<file path="config.mk">
export PLATFORM = sky130hd
export DESIGN_NAME = vga_frame_top
export DESIGN_NICKNAME = d
export VERILOG_FILES = /design/src/hdl/vga_pkg.sv /design/src/hdl/frame_sram.sv /design/src/hdl/sample_fifo.sv /design/src/hdl/sram_pixel_reader.sv /design/src/hdl/vga_driver.sv /design/src/hdl/vga_frame_top.sv
export SDC_FILE = /design/constraint.sdc
export NUM_CORES = 1
export LEC_CHECK = 0
export BUFFER_PORTS_ARGS = -buffer_cell sky130_fd_sc_hd__buf_2
export CAP_MARGIN = 40
export CORE_MARGIN = 2
export CORE_UTILIZATION = 45
export DETAILED_ROUTE_END_ITERATION = 8
export SLEW_MARGIN = 20
export SYNTH_ARGS = -nofsm -noshare
export SYNTH_HDL_FRONTEND = slang
export SYNTH_HIERARCHICAL = 1
export SYNTH_SLANG_ARGS = --single-unit
</file>
<file path="constraint.sdc">
create_clock -name clk -period 5.2 [get_ports clk]
set_input_delay 1.04 -clock clk [delete_from_list [all_inputs] [get_ports clk]]
set_output_delay 1.04 -clock clk [all_outputs]
set_load 0.1 [all_outputs]
</file>
<file path="src/hdl/vga_pkg.sv">
// shared widths and sample formats for the vga scan-out path
package vga_pkg;

  // frame buffer word address
  typedef logic [15:0] sram_addr_t;

  // frame buffer word
  // [15:12] red, [11:8] green, [7:4] blue, [3:0] spare
  typedef logic [15:0] sram_data_t;

  // raster column or row
  typedef logic [9:0] coord_t;

  // one colour channel as it leaves on the pins
  typedef logic [3:0] colour_t;

  typedef struct packed {
    colour_t red;
    colour_t green;
    colour_t blue;
  } rgb_t;

  // one pixel position on the wire
  // sync levels are active low
  typedef struct packed {
    logic hsync;
    logic vsync;
    rgb_t rgb;
  } vga_sample_t;

  // storage width of one fifo entry
  localparam int SAMPLE_W = $bits(vga_sample_t);

endpackage

</file>
<file path="src/hdl/frame_sram.sv">
`timescale 1ns/10ps

module frame_sram
  import vga_pkg::*;
#(
  parameter int SRAM_WORDS = 64
) (
  input  logic       clk,
  input  logic       reset,

  // simple write port, used while the reader is stopped
  input  logic       wr_en,
  input  sram_addr_t wr_addr,
  input  sram_data_t wr_data,

  // axi-lite read address channel
  input  sram_addr_t ar_addr,
  input  logic       ar_valid,
  output logic       ar_ready,

  // axi-lite read data channel
  output sram_data_t r_data,
  output logic       r_valid,
  input  logic       r_ready
);

  // only the low address bits that cover the array are decoded
  localparam int IDX_W = (SRAM_WORDS > 1) ? $clog2(SRAM_WORDS) : 1;

  sram_data_t mem [SRAM_WORDS];
  logic       ar_accept;

  // one read in flight at a time, so stall the address while a response waits
  assign ar_ready  = !r_valid;
  assign ar_accept = ar_valid && ar_ready;

  always_ff @(posedge clk) begin
    if (wr_en) begin
      mem[wr_addr[IDX_W-1:0]] <= wr_data;
    end
  end

  // registered read, data lands one cycle after the address is taken
  always_ff @(posedge clk) begin
    if (ar_accept) begin
      r_data <= mem[ar_addr[IDX_W-1:0]];
    end
  end

  // response valid rises the cycle after acceptance and holds until taken
  always_ff @(posedge clk or posedge reset) begin
    if (reset) begin
      r_valid <= 1'b0;
    end else begin
      if (ar_accept) begin
        r_valid <= 1'b1;
      end else if (r_ready) begin
        r_valid <= 1'b0;
      end
    end
  end

  // upper address bits are dropped, so an out of range read would alias
  a_read_in_range: assert property (@(posedge clk) disable iff (reset)
    ar_accept |-> (ar_addr < SRAM_WORDS));

  // same aliasing concern on the load path
  a_write_in_range: assert property (@(posedge clk) disable iff (reset)
    wr_en |-> (wr_addr < SRAM_WORDS));

endmodule

</file>
<file path="src/hdl/sample_fifo.sv">
`timescale 1ns/10ps

module sample_fifo
  import vga_pkg::*;
#(
  parameter int FIFO_DEPTH = 8
) (
  input  logic        clk,
  input  logic        reset,

  input  logic        push,
  input  vga_sample_t push_data,

  input  logic        pop,
  output vga_sample_t head,

  output logic        empty,
  output logic        almost_full
);

  localparam int PTR_W = (FIFO_DEPTH > 1) ? $clog2(FIFO_DEPTH) : 1;
  localparam int CNT_W = $clog2(FIFO_DEPTH + 1);

  logic [SAMPLE_W-1:0] mem [FIFO_DEPTH];
  logic [PTR_W-1:0]    wr_ptr;
  logic [PTR_W-1:0]    rd_ptr;
  logic [CNT_W-1:0]    count;
  logic                full;

  // first word fall through, head is valid whenever not empty
  assign head = vga_sample_t'(mem[rd_ptr]);

  assign empty = (count == '0);
  assign full  = (count == CNT_W'(FIFO_DEPTH));
  // two slots of slack cover a read that is already in flight
  assign almost_full = (count >= CNT_W'(FIFO_DEPTH - 2));

  always_ff @(posedge clk) begin
    if (push) begin
      mem[wr_ptr] <= push_data;
    end
  end

  always_ff @(posedge clk or posedge reset) begin
    if (reset) begin
      wr_ptr <= '0;
      rd_ptr <= '0;
      count  <= '0;
    end else begin
      if (push) begin
        wr_ptr <= (wr_ptr == PTR_W'(FIFO_DEPTH - 1)) ? '0 : wr_ptr + 1'b1;
      end
      if (pop) begin
        rd_ptr <= (rd_ptr == PTR_W'(FIFO_DEPTH - 1)) ? '0 : rd_ptr + 1'b1;
      end
      // simultaneous push and pop leaves the count alone
      case ({push, pop})
        2'b10:   count <= count + 1'b1;
        2'b01:   count <= count - 1'b1;
        default: count <= count;
      endcase
    end
  end

  // reader back-pressure has to keep us from overflowing
  a_no_overflow: assert property (@(posedge clk) disable iff (reset)
    push |-> !full);

  // driver only pops what is there
  a_no_underflow: assert property (@(posedge clk) disable iff (reset)
    pop |-> !empty);

endmodule

</file>
<file path="src/hdl/sram_pixel_reader.sv">
`timescale 1ns/10ps

module sram_pixel_reader
  import vga_pkg::*;
#(
  parameter int H_VISIBLE     = 8,
  parameter int H_FRONT_PORCH = 1,
  parameter int H_SYNC_PULSE  = 2,
  parameter int H_WHOLE_LINE  = 12,
  parameter int V_VISIBLE     = 4,
  parameter int V_FRONT_PORCH = 1,
  parameter int V_SYNC_PULSE  = 1,
  parameter int V_WHOLE_FRAME = 7
) (
  input  logic        clk,
  input  logic        reset,
  input  logic        enable,

  // axi-lite read address channel
  output sram_addr_t  ar_addr,
  output logic        ar_valid,
  input  logic        ar_ready,

  // axi-lite read data channel
  input  sram_data_t  r_data,
  input  logic        r_valid,
  output logic        r_ready,

  // fifo back-pressure and sample push
  input  logic        almost_full,
  output logic        push,
  output vga_sample_t sample
);

  localparam int H_SYNC_START = H_VISIBLE + H_FRONT_PORCH;
  localparam int H_SYNC_END   = H_SYNC_START + H_SYNC_PULSE;
  localparam int V_SYNC_START = V_VISIBLE + V_FRONT_PORCH;
  localparam int V_SYNC_END   = V_SYNC_START + V_SYNC_PULSE;

  typedef enum logic [1:0] {
    IDLE,
    READ,
    READ_WAIT
  } state_t;

  // raster position, row and column together
  typedef struct packed {
    coord_t row;
    coord_t col;
  } pos_t;

  state_t     state;
  state_t     next_state;
  logic       read_start;
  logic       read_accepted;
  logic       read_done;
  pos_t       read_pos;
  pos_t       vga_pos;
  sram_addr_t pixel_addr;
  logic       vga_visible;

  // next raster position, wrapping the column at end of line
  // and the row at end of frame
  function automatic pos_t step_pos(input pos_t pos);
    pos_t nxt;
    nxt = pos;
    if (pos.col == coord_t'(H_WHOLE_LINE - 1)) begin
      nxt.col = '0;
      if (pos.row == coord_t'(V_WHOLE_FRAME - 1)) begin
        nxt.row = '0;
      end else begin
        nxt.row = pos.row + 1'b1;
      end
    end else begin
      nxt.col = pos.col + 1'b1;
    end
    return nxt;
  endfunction

  assign read_accepted = ar_valid && ar_ready;
  assign read_done     = r_valid && r_ready;

  // idle -> read -> read_wait -> idle, so one read every three cycles
  // a new read only starts with room in the fifo
  always_comb begin
    next_state = state;
    read_start = 1'b0;
    case (state)
      IDLE: begin
        if (enable && !almost_full) begin
          read_start = 1'b1;
          next_state = READ;
        end
      end
      READ: begin
        if (read_accepted) begin
          next_state = READ_WAIT;
        end
      end
      READ_WAIT: begin
        // dropping enable lands here, the last response still gets pushed
        if (read_done) begin
          next_state = IDLE;
        end
      end
      default: begin
        next_state = IDLE;
      end
    endcase
  end

  always_ff @(posedge clk or posedge reset) begin
    if (reset) begin
      state <= IDLE;
    end else begin
      state <= next_state;
    end
  end

  // read side position and word address
  // address runs along visible columns only, so no row multiply is needed
  // blanking columns re-read the next word and the result is dropped
  always_ff @(posedge clk or posedge reset) begin
    if (reset) begin
      read_pos   <= '0;
      pixel_addr <= '0;
    end else begin
      if (read_start) begin
        read_pos <= step_pos(read_pos);
        if (read_pos.col < H_VISIBLE) begin
          pixel_addr <= pixel_addr + 1'b1;
        end
      end
      // back to the top of the buffer during vertical blanking
      if (read_pos.row >= V_VISIBLE) begin
        pixel_addr <= '0;
      end
    end
  end

  // address request
  // r_ready comes up after reset and stays up
  always_ff @(posedge clk or posedge reset) begin
    if (reset) begin
      ar_valid <= 1'b0;
      r_ready  <= 1'b0;
    end else begin
      r_ready <= 1'b1;
      if (read_start) begin
        ar_valid <= 1'b1;
      end else if (read_accepted) begin
        ar_valid <= 1'b0;
      end
    end
  end

  always_ff @(posedge clk) begin
    if (read_start) begin
      ar_addr <= pixel_addr;
    end
  end

  // response side position, one step per returned word
  // lags read_pos by the memory latency
  always_ff @(posedge clk or posedge reset) begin
    if (reset) begin
      vga_pos <= '0;
      push    <= 1'b0;
    end else begin
      push <= read_done;
      if (read_done) begin
        vga_pos <= step_pos(vga_pos);
      end
    end
  end

  assign vga_visible = (vga_pos.col < H_VISIBLE) && (vga_pos.row < V_VISIBLE);

  // decode sync and colour for the position that just came back
  always_ff @(posedge clk) begin
    if (read_done) begin
      sample.hsync     <= !((vga_pos.col >= H_SYNC_START) && (vga_pos.col < H_SYNC_END));
      sample.vsync     <= !((vga_pos.row >= V_SYNC_START) && (vga_pos.row < V_SYNC_END));
      // colours forced to black outside the visible window
      sample.rgb.red   <= vga_visible ? colour_t'(r_data[15:12]) : '0;
      sample.rgb.green <= vga_visible ? colour_t'(r_data[11:8]) : '0;
      sample.rgb.blue  <= vga_visible ? colour_t'(r_data[7:4]) : '0;
    end
  end

  // address must hold steady while the sram stalls it
  a_ar_hold: assert property (@(posedge clk) disable iff (reset)
    (ar_valid && !ar_ready) |=> (ar_valid && $stable(ar_addr)));

endmodule

</file>
<file path="src/hdl/vga_driver.sv">
`timescale 1ns/10ps

module vga_driver
  import vga_pkg::*;
#(
  parameter int PIXEL_DIV = 4
) (
  input  logic        clk,
  input  logic        reset,

  // fifo head side
  input  vga_sample_t head,
  input  logic        empty,
  output logic        pop,

  // vga pins
  output logic        vga_hsync,
  output logic        vga_vsync,
  output colour_t     vga_red,
  output colour_t     vga_green,
  output colour_t     vga_blue,

  output logic        pixel_valid,
  output logic        underflow
);

  localparam int DIV_W = (PIXEL_DIV > 1) ? $clog2(PIXEL_DIV) : 1;

  logic [DIV_W-1:0] div_cnt;
  logic             tick;
  logic             started;

  // pixel clock enable, one tick every PIXEL_DIV clocks
  assign tick = (div_cnt == DIV_W'(PIXEL_DIV - 1));
  assign pop  = tick && !empty;

  always_ff @(posedge clk or posedge reset) begin
    if (reset) begin
      div_cnt <= '0;
    end else begin
      div_cnt <= tick ? '0 : div_cnt + 1'b1;
    end
  end

  // pins update the cycle after the pop
  // between pixels they hold the last sample
  always_ff @(posedge clk or posedge reset) begin
    if (reset) begin
      vga_hsync   <= 1'b1;
      vga_vsync   <= 1'b1;
      vga_red     <= '0;
      vga_green   <= '0;
      vga_blue    <= '0;
      pixel_valid <= 1'b0;
    end else begin
      pixel_valid <= pop;
      if (pop) begin
        vga_hsync <= head.hsync;
        vga_vsync <= head.vsync;
        vga_red   <= head.rgb.red;
        vga_green <= head.rgb.green;
        vga_blue  <= head.rgb.blue;
      end
    end
  end

  // an empty fifo only counts as underflow once the stream is running,
  // ticks before the first sample are just start-up
  always_ff @(posedge clk or posedge reset) begin
    if (reset) begin
      started   <= 1'b0;
      underflow <= 1'b0;
    end else begin
      if (pop) begin
        started <= 1'b1;
      end
      // sticky until reset
      if (tick && empty && started) begin
        underflow <= 1'b1;
      end
    end
  end

endmodule

</file>
<file path="src/hdl/vga_frame_top.sv">
`timescale 1ns/10ps

module vga_frame_top
  import vga_pkg::*;
#(
  // small raster so a simulated frame stays short
  parameter int H_VISIBLE     = 8,
  parameter int H_FRONT_PORCH = 1,
  parameter int H_SYNC_PULSE  = 2,
  parameter int H_WHOLE_LINE  = 12,
  parameter int V_VISIBLE     = 4,
  parameter int V_FRONT_PORCH = 1,
  parameter int V_SYNC_PULSE  = 1,
  parameter int V_WHOLE_FRAME = 7,
  parameter int FIFO_DEPTH    = 8,
  parameter int PIXEL_DIV     = 4,
  parameter int SRAM_WORDS    = 64
) (
  input  logic       clk,
  input  logic       reset,
  input  logic       enable,

  // frame buffer load port
  input  logic       wr_en,
  input  sram_addr_t wr_addr,
  input  sram_data_t wr_data,

  output logic       vga_hsync,
  output logic       vga_vsync,
  output colour_t    vga_red,
  output colour_t    vga_green,
  output colour_t    vga_blue,
  output logic       pixel_valid,
  output logic       underflow
);

  // reader to sram read channel
  sram_addr_t  ar_addr;
  logic        ar_valid;
  logic        ar_ready;
  sram_data_t  r_data;
  logic        r_valid;
  logic        r_ready;

  // sample path
  logic        push;
  vga_sample_t sample;
  logic        almost_full;
  logic        pop;
  vga_sample_t head;
  logic        empty;

  frame_sram #(
    .SRAM_WORDS(SRAM_WORDS)
  ) u_frame_sram (
    .clk     (clk),
    .reset   (reset),
    .wr_en   (wr_en),
    .wr_addr (wr_addr),
    .wr_data (wr_data),
    .ar_addr (ar_addr),
    .ar_valid(ar_valid),
    .ar_ready(ar_ready),
    .r_data  (r_data),
    .r_valid (r_valid),
    .r_ready (r_ready)
  );

  sram_pixel_reader #(
    .H_VISIBLE    (H_VISIBLE),
    .H_FRONT_PORCH(H_FRONT_PORCH),
    .H_SYNC_PULSE (H_SYNC_PULSE),
    .H_WHOLE_LINE (H_WHOLE_LINE),
    .V_VISIBLE    (V_VISIBLE),
    .V_FRONT_PORCH(V_FRONT_PORCH),
    .V_SYNC_PULSE (V_SYNC_PULSE),
    .V_WHOLE_FRAME(V_WHOLE_FRAME)
  ) u_reader (
    .clk        (clk),
    .reset      (reset),
    .enable     (enable),
    .ar_addr    (ar_addr),
    .ar_valid   (ar_valid),
    .ar_ready   (ar_ready),
    .r_data     (r_data),
    .r_valid    (r_valid),
    .r_ready    (r_ready),
    .almost_full(almost_full),
    .push       (push),
    .sample     (sample)
  );

  sample_fifo #(
    .FIFO_DEPTH(FIFO_DEPTH)
  ) u_fifo (
    .clk        (clk),
    .reset      (reset),
    .push       (push),
    .push_data  (sample),
    .pop        (pop),
    .head       (head),
    .empty      (empty),
    .almost_full(almost_full)
  );

  vga_driver #(
    .PIXEL_DIV(PIXEL_DIV)
  ) u_driver (
    .clk        (clk),
    .reset      (reset),
    .head       (head),
    .empty      (empty),
    .pop        (pop),
    .vga_hsync  (vga_hsync),
    .vga_vsync  (vga_vsync),
    .vga_red    (vga_red),
    .vga_green  (vga_green),
    .vga_blue   (vga_blue),
    .pixel_valid(pixel_valid),
    .underflow  (underflow)
  );

endmodule

</file>
* Word-level counts from Yosys, hierarchy flattened
Memories as Yosys holds them, arrays and structs flattened. A register that Yosys moved wholly into a read port is not among the register bits.
Index checks and enable logic that the tools add are counted.
** Cells by class
- Mux-type cells :: 25
- Add/sub/neg operators :: 10
- $lt $le $gt $ge :: 9
- Equality and inequality tests :: 14
- Reduce and logical (&&, ||, !) cells :: 25
** Operator list (count)
- 2-to-1 mux 16 bit :: 3
- adder 10 x 1 -> 10 bit, second input constant :: 4
- 2-to-1 mux 10 bit :: 4
- less-than comparator 10 x 4 -> 1 bit, second input constant :: 3
- == test 10 x 3 -> 1 bit, second input constant :: 2
- == test 10 x 4 -> 1 bit, second input constant :: 2
- >= comparator 10 x 3 -> 1 bit, second input constant :: 2
- less-than comparator 10 x 3 -> 1 bit, second input constant :: 2
- adder 16 x 1 -> 16 bit, second input constant :: 1
- >= comparator 10 x 4 -> 1 bit, second input constant :: 1
- 2-to-1 mux 1 bit :: 10
- nonzero test 2 bit :: 5
- logical AND 1 bit :: 9
- 2-to-1 mux 2 bit :: 4
- one-hot mux 4 bit (2 select lines) :: 1
- adder 3 x 1 -> 3 bit, second input constant :: 2
- == test 2 bit, second input constant :: 3
- == test 3 bit, second input constant :: 2
- 2-to-1 mux 3 bit :: 2
- one-hot mux 2 bit (3 select lines) :: 1
- AND reduction 2 bit :: 3
- logical NOT 1 bit :: 5
- adder 4 x 1 -> 4 bit, second input constant :: 1
- == test 2 x 1 -> 1 bit, second input constant :: 2
- other kinds (8) :: 9
** Storage, ports and cells
- Input port bits :: 36
- Bits in registers :: 97
- Bits in writable memories :: 1136
- Memories :: 2
- Output and inout bits :: 16
- Logic and storage cells :: 108
** Memories
- u_frame_sram.mem :: words 64, width 16, read ports 1, clocked after Yosys merged registers in 1, wr ports 1, RTL line frame_sram.sv:30 : sram_data_t mem [SRAM_WORDS];
- u_fifo.mem :: words 8, width 14, read ports 1, clocked after Yosys merged registers in 1, wr ports 1, RTL line sample_fifo.sv:24 : logic [SAMPLE_W-1:0] mem [FIFO_DEPTH];

* Logic depth before layout (Yosys ltp)
- Depth in word-level cells :: 7
- Mapped depth :: 11
- Gate-level depth less buffers :: 8

* Modules after synthesis
Netlist, hierarchy kept.
** By module, submodules not included
- frame_sram :: seq. area each 31255.0 um2, times used 1, cells each 1857, area an instance 40377.5 um2
- sample_fifo :: seq. area each 3613.5 um2, times used 1, cells each 227, area an instance 4858.4 um2
- sram_pixel_reader :: seq. area each 2427.3 um2, times used 1, cells each 352, area an instance 4129.0 um2
- vga_driver :: seq. area each 478.0 um2, times used 1, cells each 41, area an instance 745.7 um2

* Worst setup path before layout
Ideal clock, no wire load.
- Kind :: input-to-reg
- Start point :: in wr_addr[3]
- End point :: mem u_frame_sram/mem[48][0] (netlist name), enable pin
- Library setup time :: 0.409 ns
- Stages :: 4
- Buffers on the path :: 1
- Arrival :: 2.666 ns
- Slack :: 2.125 ns
- Data required time :: 4.791 ns
- Cell sequence :: clkbuf_1 nor2b_1 nand4b_1 nor3_1
** RTL lines
- from (decl) :: RTL line vga_frame_top.sv:25 : input sram_addr_t wr_addr,
- to (decl) :: RTL line frame_sram.sv:30
Straight into the memory's write port.

==> results_dict.tcl <==
set metrics [dict create \
    h-tree-depth 3 \
    p_per_area_nw_per_um2 459 \
    final_antenna_net_count 0 \
    hold_buffers 0 \
    min_path_type "input pin to asynchronous set/reset pin" \
    fin_util_pct 51.4 \
    critical_path_arrival_ns 3.54 \
    ir_worst_vdd_uv 377 \
    hold_viol 0 \
    path_clk_slew_ns 0.06 \
    fmax_ghz 0.317 \
    finalCriticalPeriod_ns 3.15 \
    reg2reg_slack_ns 2.05 \
    clockBufferDepth 3 \
    antenna_found_initial 2 \
    placed_cells 3182 \
    die_w_um 301 \
    totalWireLength_um 84300 \
    critPathMaxFanout 9 \
    detailed_place_hpwl_um 51200 \
    overflow 0 \
    whs_ns 0.258 \
    cts_inserted_buffers 101 \
    initial_core_util_pct 45.5 \
    rsz0062_at_grt "no" \
    endpoint_kind "flip-flop" \
    clock-root-buffer "clkbuf_16" \
    via_per_inst 5.65 \
    drtIter0Drc 1702 \
    r2r_cells 7 \
    cpMaxStageDelayCell "edfxtp_1" \
    setup_tns_ns 0 \
    rows 108 \
    crit_path_start_kind "flip-flop" \
    grt_pass1_vias 19700 \
    fin_nets 2188 \
    io_buffers 37 \
    synth.avg_cell_area_um2 19.7 \
    cts_tree "done" \
    report.final.slew_viol_count 0 \
    crit_path_max_incr_delay_ns 0.65 \
    drv_cap 0 \
    path_class "flip-flop to flip-flop" \
    place.gp.congestion 0.803 \
    p_total_mw 20.6 \
    die_h_um 301 \
    final_cell_area_um2 44800 \
    areaGrowthSynthToFinish_pct 13.1 \
    fin_worst_skew_ns 0.0275 \
    tightestPinTransition_ns 1.05 \
    slew_headroom_pct 29.8 \
    cts.sink_count 993 \
    core_um2 87000 \
    io_pins 52 \
    postCtsResizedCells 0 \
    via_count 19100 \
    yosys_warnings 6 \
    synth_cells 2006 \
    setup_viol 0 \
    drc 0 \
    firstDrtPassIters 7 \
    cts_setup_buffers 0 \
    cp.required_ns 5.59 \
    run_status "finished, final reports clean" \
    timing.critical_path.cells "buf_16, buf_4, mux4_2, mux2i_1, a22oi_1, o221ai_1, a211oi_1" \
    fin_ws_ns 2.05 \
    rr_endpoint "u_frame_sram/r_data[5]" \
    p_leak_nw 15.0 \
    netlist_area_um2 39600 \
    synth_nets 2061 \
    r2r-start "u_reader/ar_addr[0]" \
    place_area_um2 41400 \
    wl_per_cell_um 25.0 \
    dieArea_um2 90300 \
    post-place-ws_ns 1.80 \
    grt_pass1_wl_um 127000 \
    grt_use_total_pct 19.0 \
    grt_max_degree 133 \
    worstSkewPairLatency_ns 0.67 \
    finalCritPeriodShare_pct 60.6 \
    fin_cells 3375 \
    drive_gt1_share_pct 24.5 \
]
cells in the final DEF, fill, tap and decap left out, types with 6 or more instances in the layout:
master and count:
clkinv_2 26, mux4_1 27, nor2_1 98, a221oi_1 32, clkbuf_1 25, mux4_2 153
nand2_1 54, nor4_1 9, o221ai_1 9, inv_1 21, clkbuf_8 7, nand2b_1 7
a21oi_1 23, mux2_4 8, nand3_1 26, buf_6 6, mux2_2 40, bufinv_16 9
xnor2_1 21, and2_1 15, o21ai_0 14, buf_12 10, a211oi_1 16, edfxtp_1 912
xor2_1 12, nor2b_1 24, and3_1 20, ha_1 19, buf_4 87, clkinv_1 11
buf_8 10, mux2i_1 96, buf_2 37, clkbuf_16 103, nand4_1 16, nor3_1 9
nor2_2 15, a22oi_1 40, dfrtp_1 78
power by group:
part           switching [mW]  leakage, nW  internal [mW]
clock network            2.99         1.64           4.20
logic                    2.33         4.12           1.60
registers               0.313         9.22           9.12
area by class of cell:
type                       instances  area (um^2)
fill                            6896        42300
sequential                       993        29400
timing repair buffer             153         1340
inverter                          23         98.8
multi-input combinational        861         9120
antenna                            1         2.50
tap                             1155         1450
clock inverter                    54          561
clock buffer                     135         2770
critical path, delay by kind of cell, from the launching register on:
kind                   cells  cell delay (ns)
muxes                      2             0.43
AOI/OAI and AO/OA          3             1.33
DFF                        1             0.65
buffers and inverters      2             0.46
metal layers:
metal | vias up | part of all wire, % | track usage, % | wire (um)
li1 | 8370 | - | - | -
met1 | 10000 | 42 | 26.1 | 35700
met2 | 564 | 49 | 30.7 | 40900
met3 | 137 | 6.0 | 3.50 | 5040
met4 | 2 | 3.1 | 6.93 | 2620
met5 | - | 0.019 | 0 | 16
registers in the layout, indices dropped and copies added, names as in the netlist, 6 cells and up:
register / flops
u_frame_sram/r_data: 12
u_reader/sample: 14
u_reader/read_pos: 20
u_fifo/mem: 112
u_reader/vga_pos: 20
u_reader/ar_addr: 6
u_frame_sram/mem: 768
u_reader/pixel_addr: 6
how the worst max path moves through the flow:
stage	startpoint	to	slack (ns)	cells past startpoint
finish	u_reader/ar_addr[0]	u_frame_sram/r_data[5]	2.05	7
global route	u_reader/ar_addr[0]	u_frame_sram/r_data[5]	1.99	6
detailed placement	wr_en	u_frame_sram/mem[22][9]	1.80	5
CTS	u_reader/ar_addr[0]	u_frame_sram/r_data[9]	2.07	6
floorplan	wr_addr[5]	u_frame_sram/mem[39][10]	2.38	4
global placement	u_reader/ar_addr[0]	u_frame_sram/r_data[9]	1.71	6
Note: power is estimated with default switching activity, not from simulation.
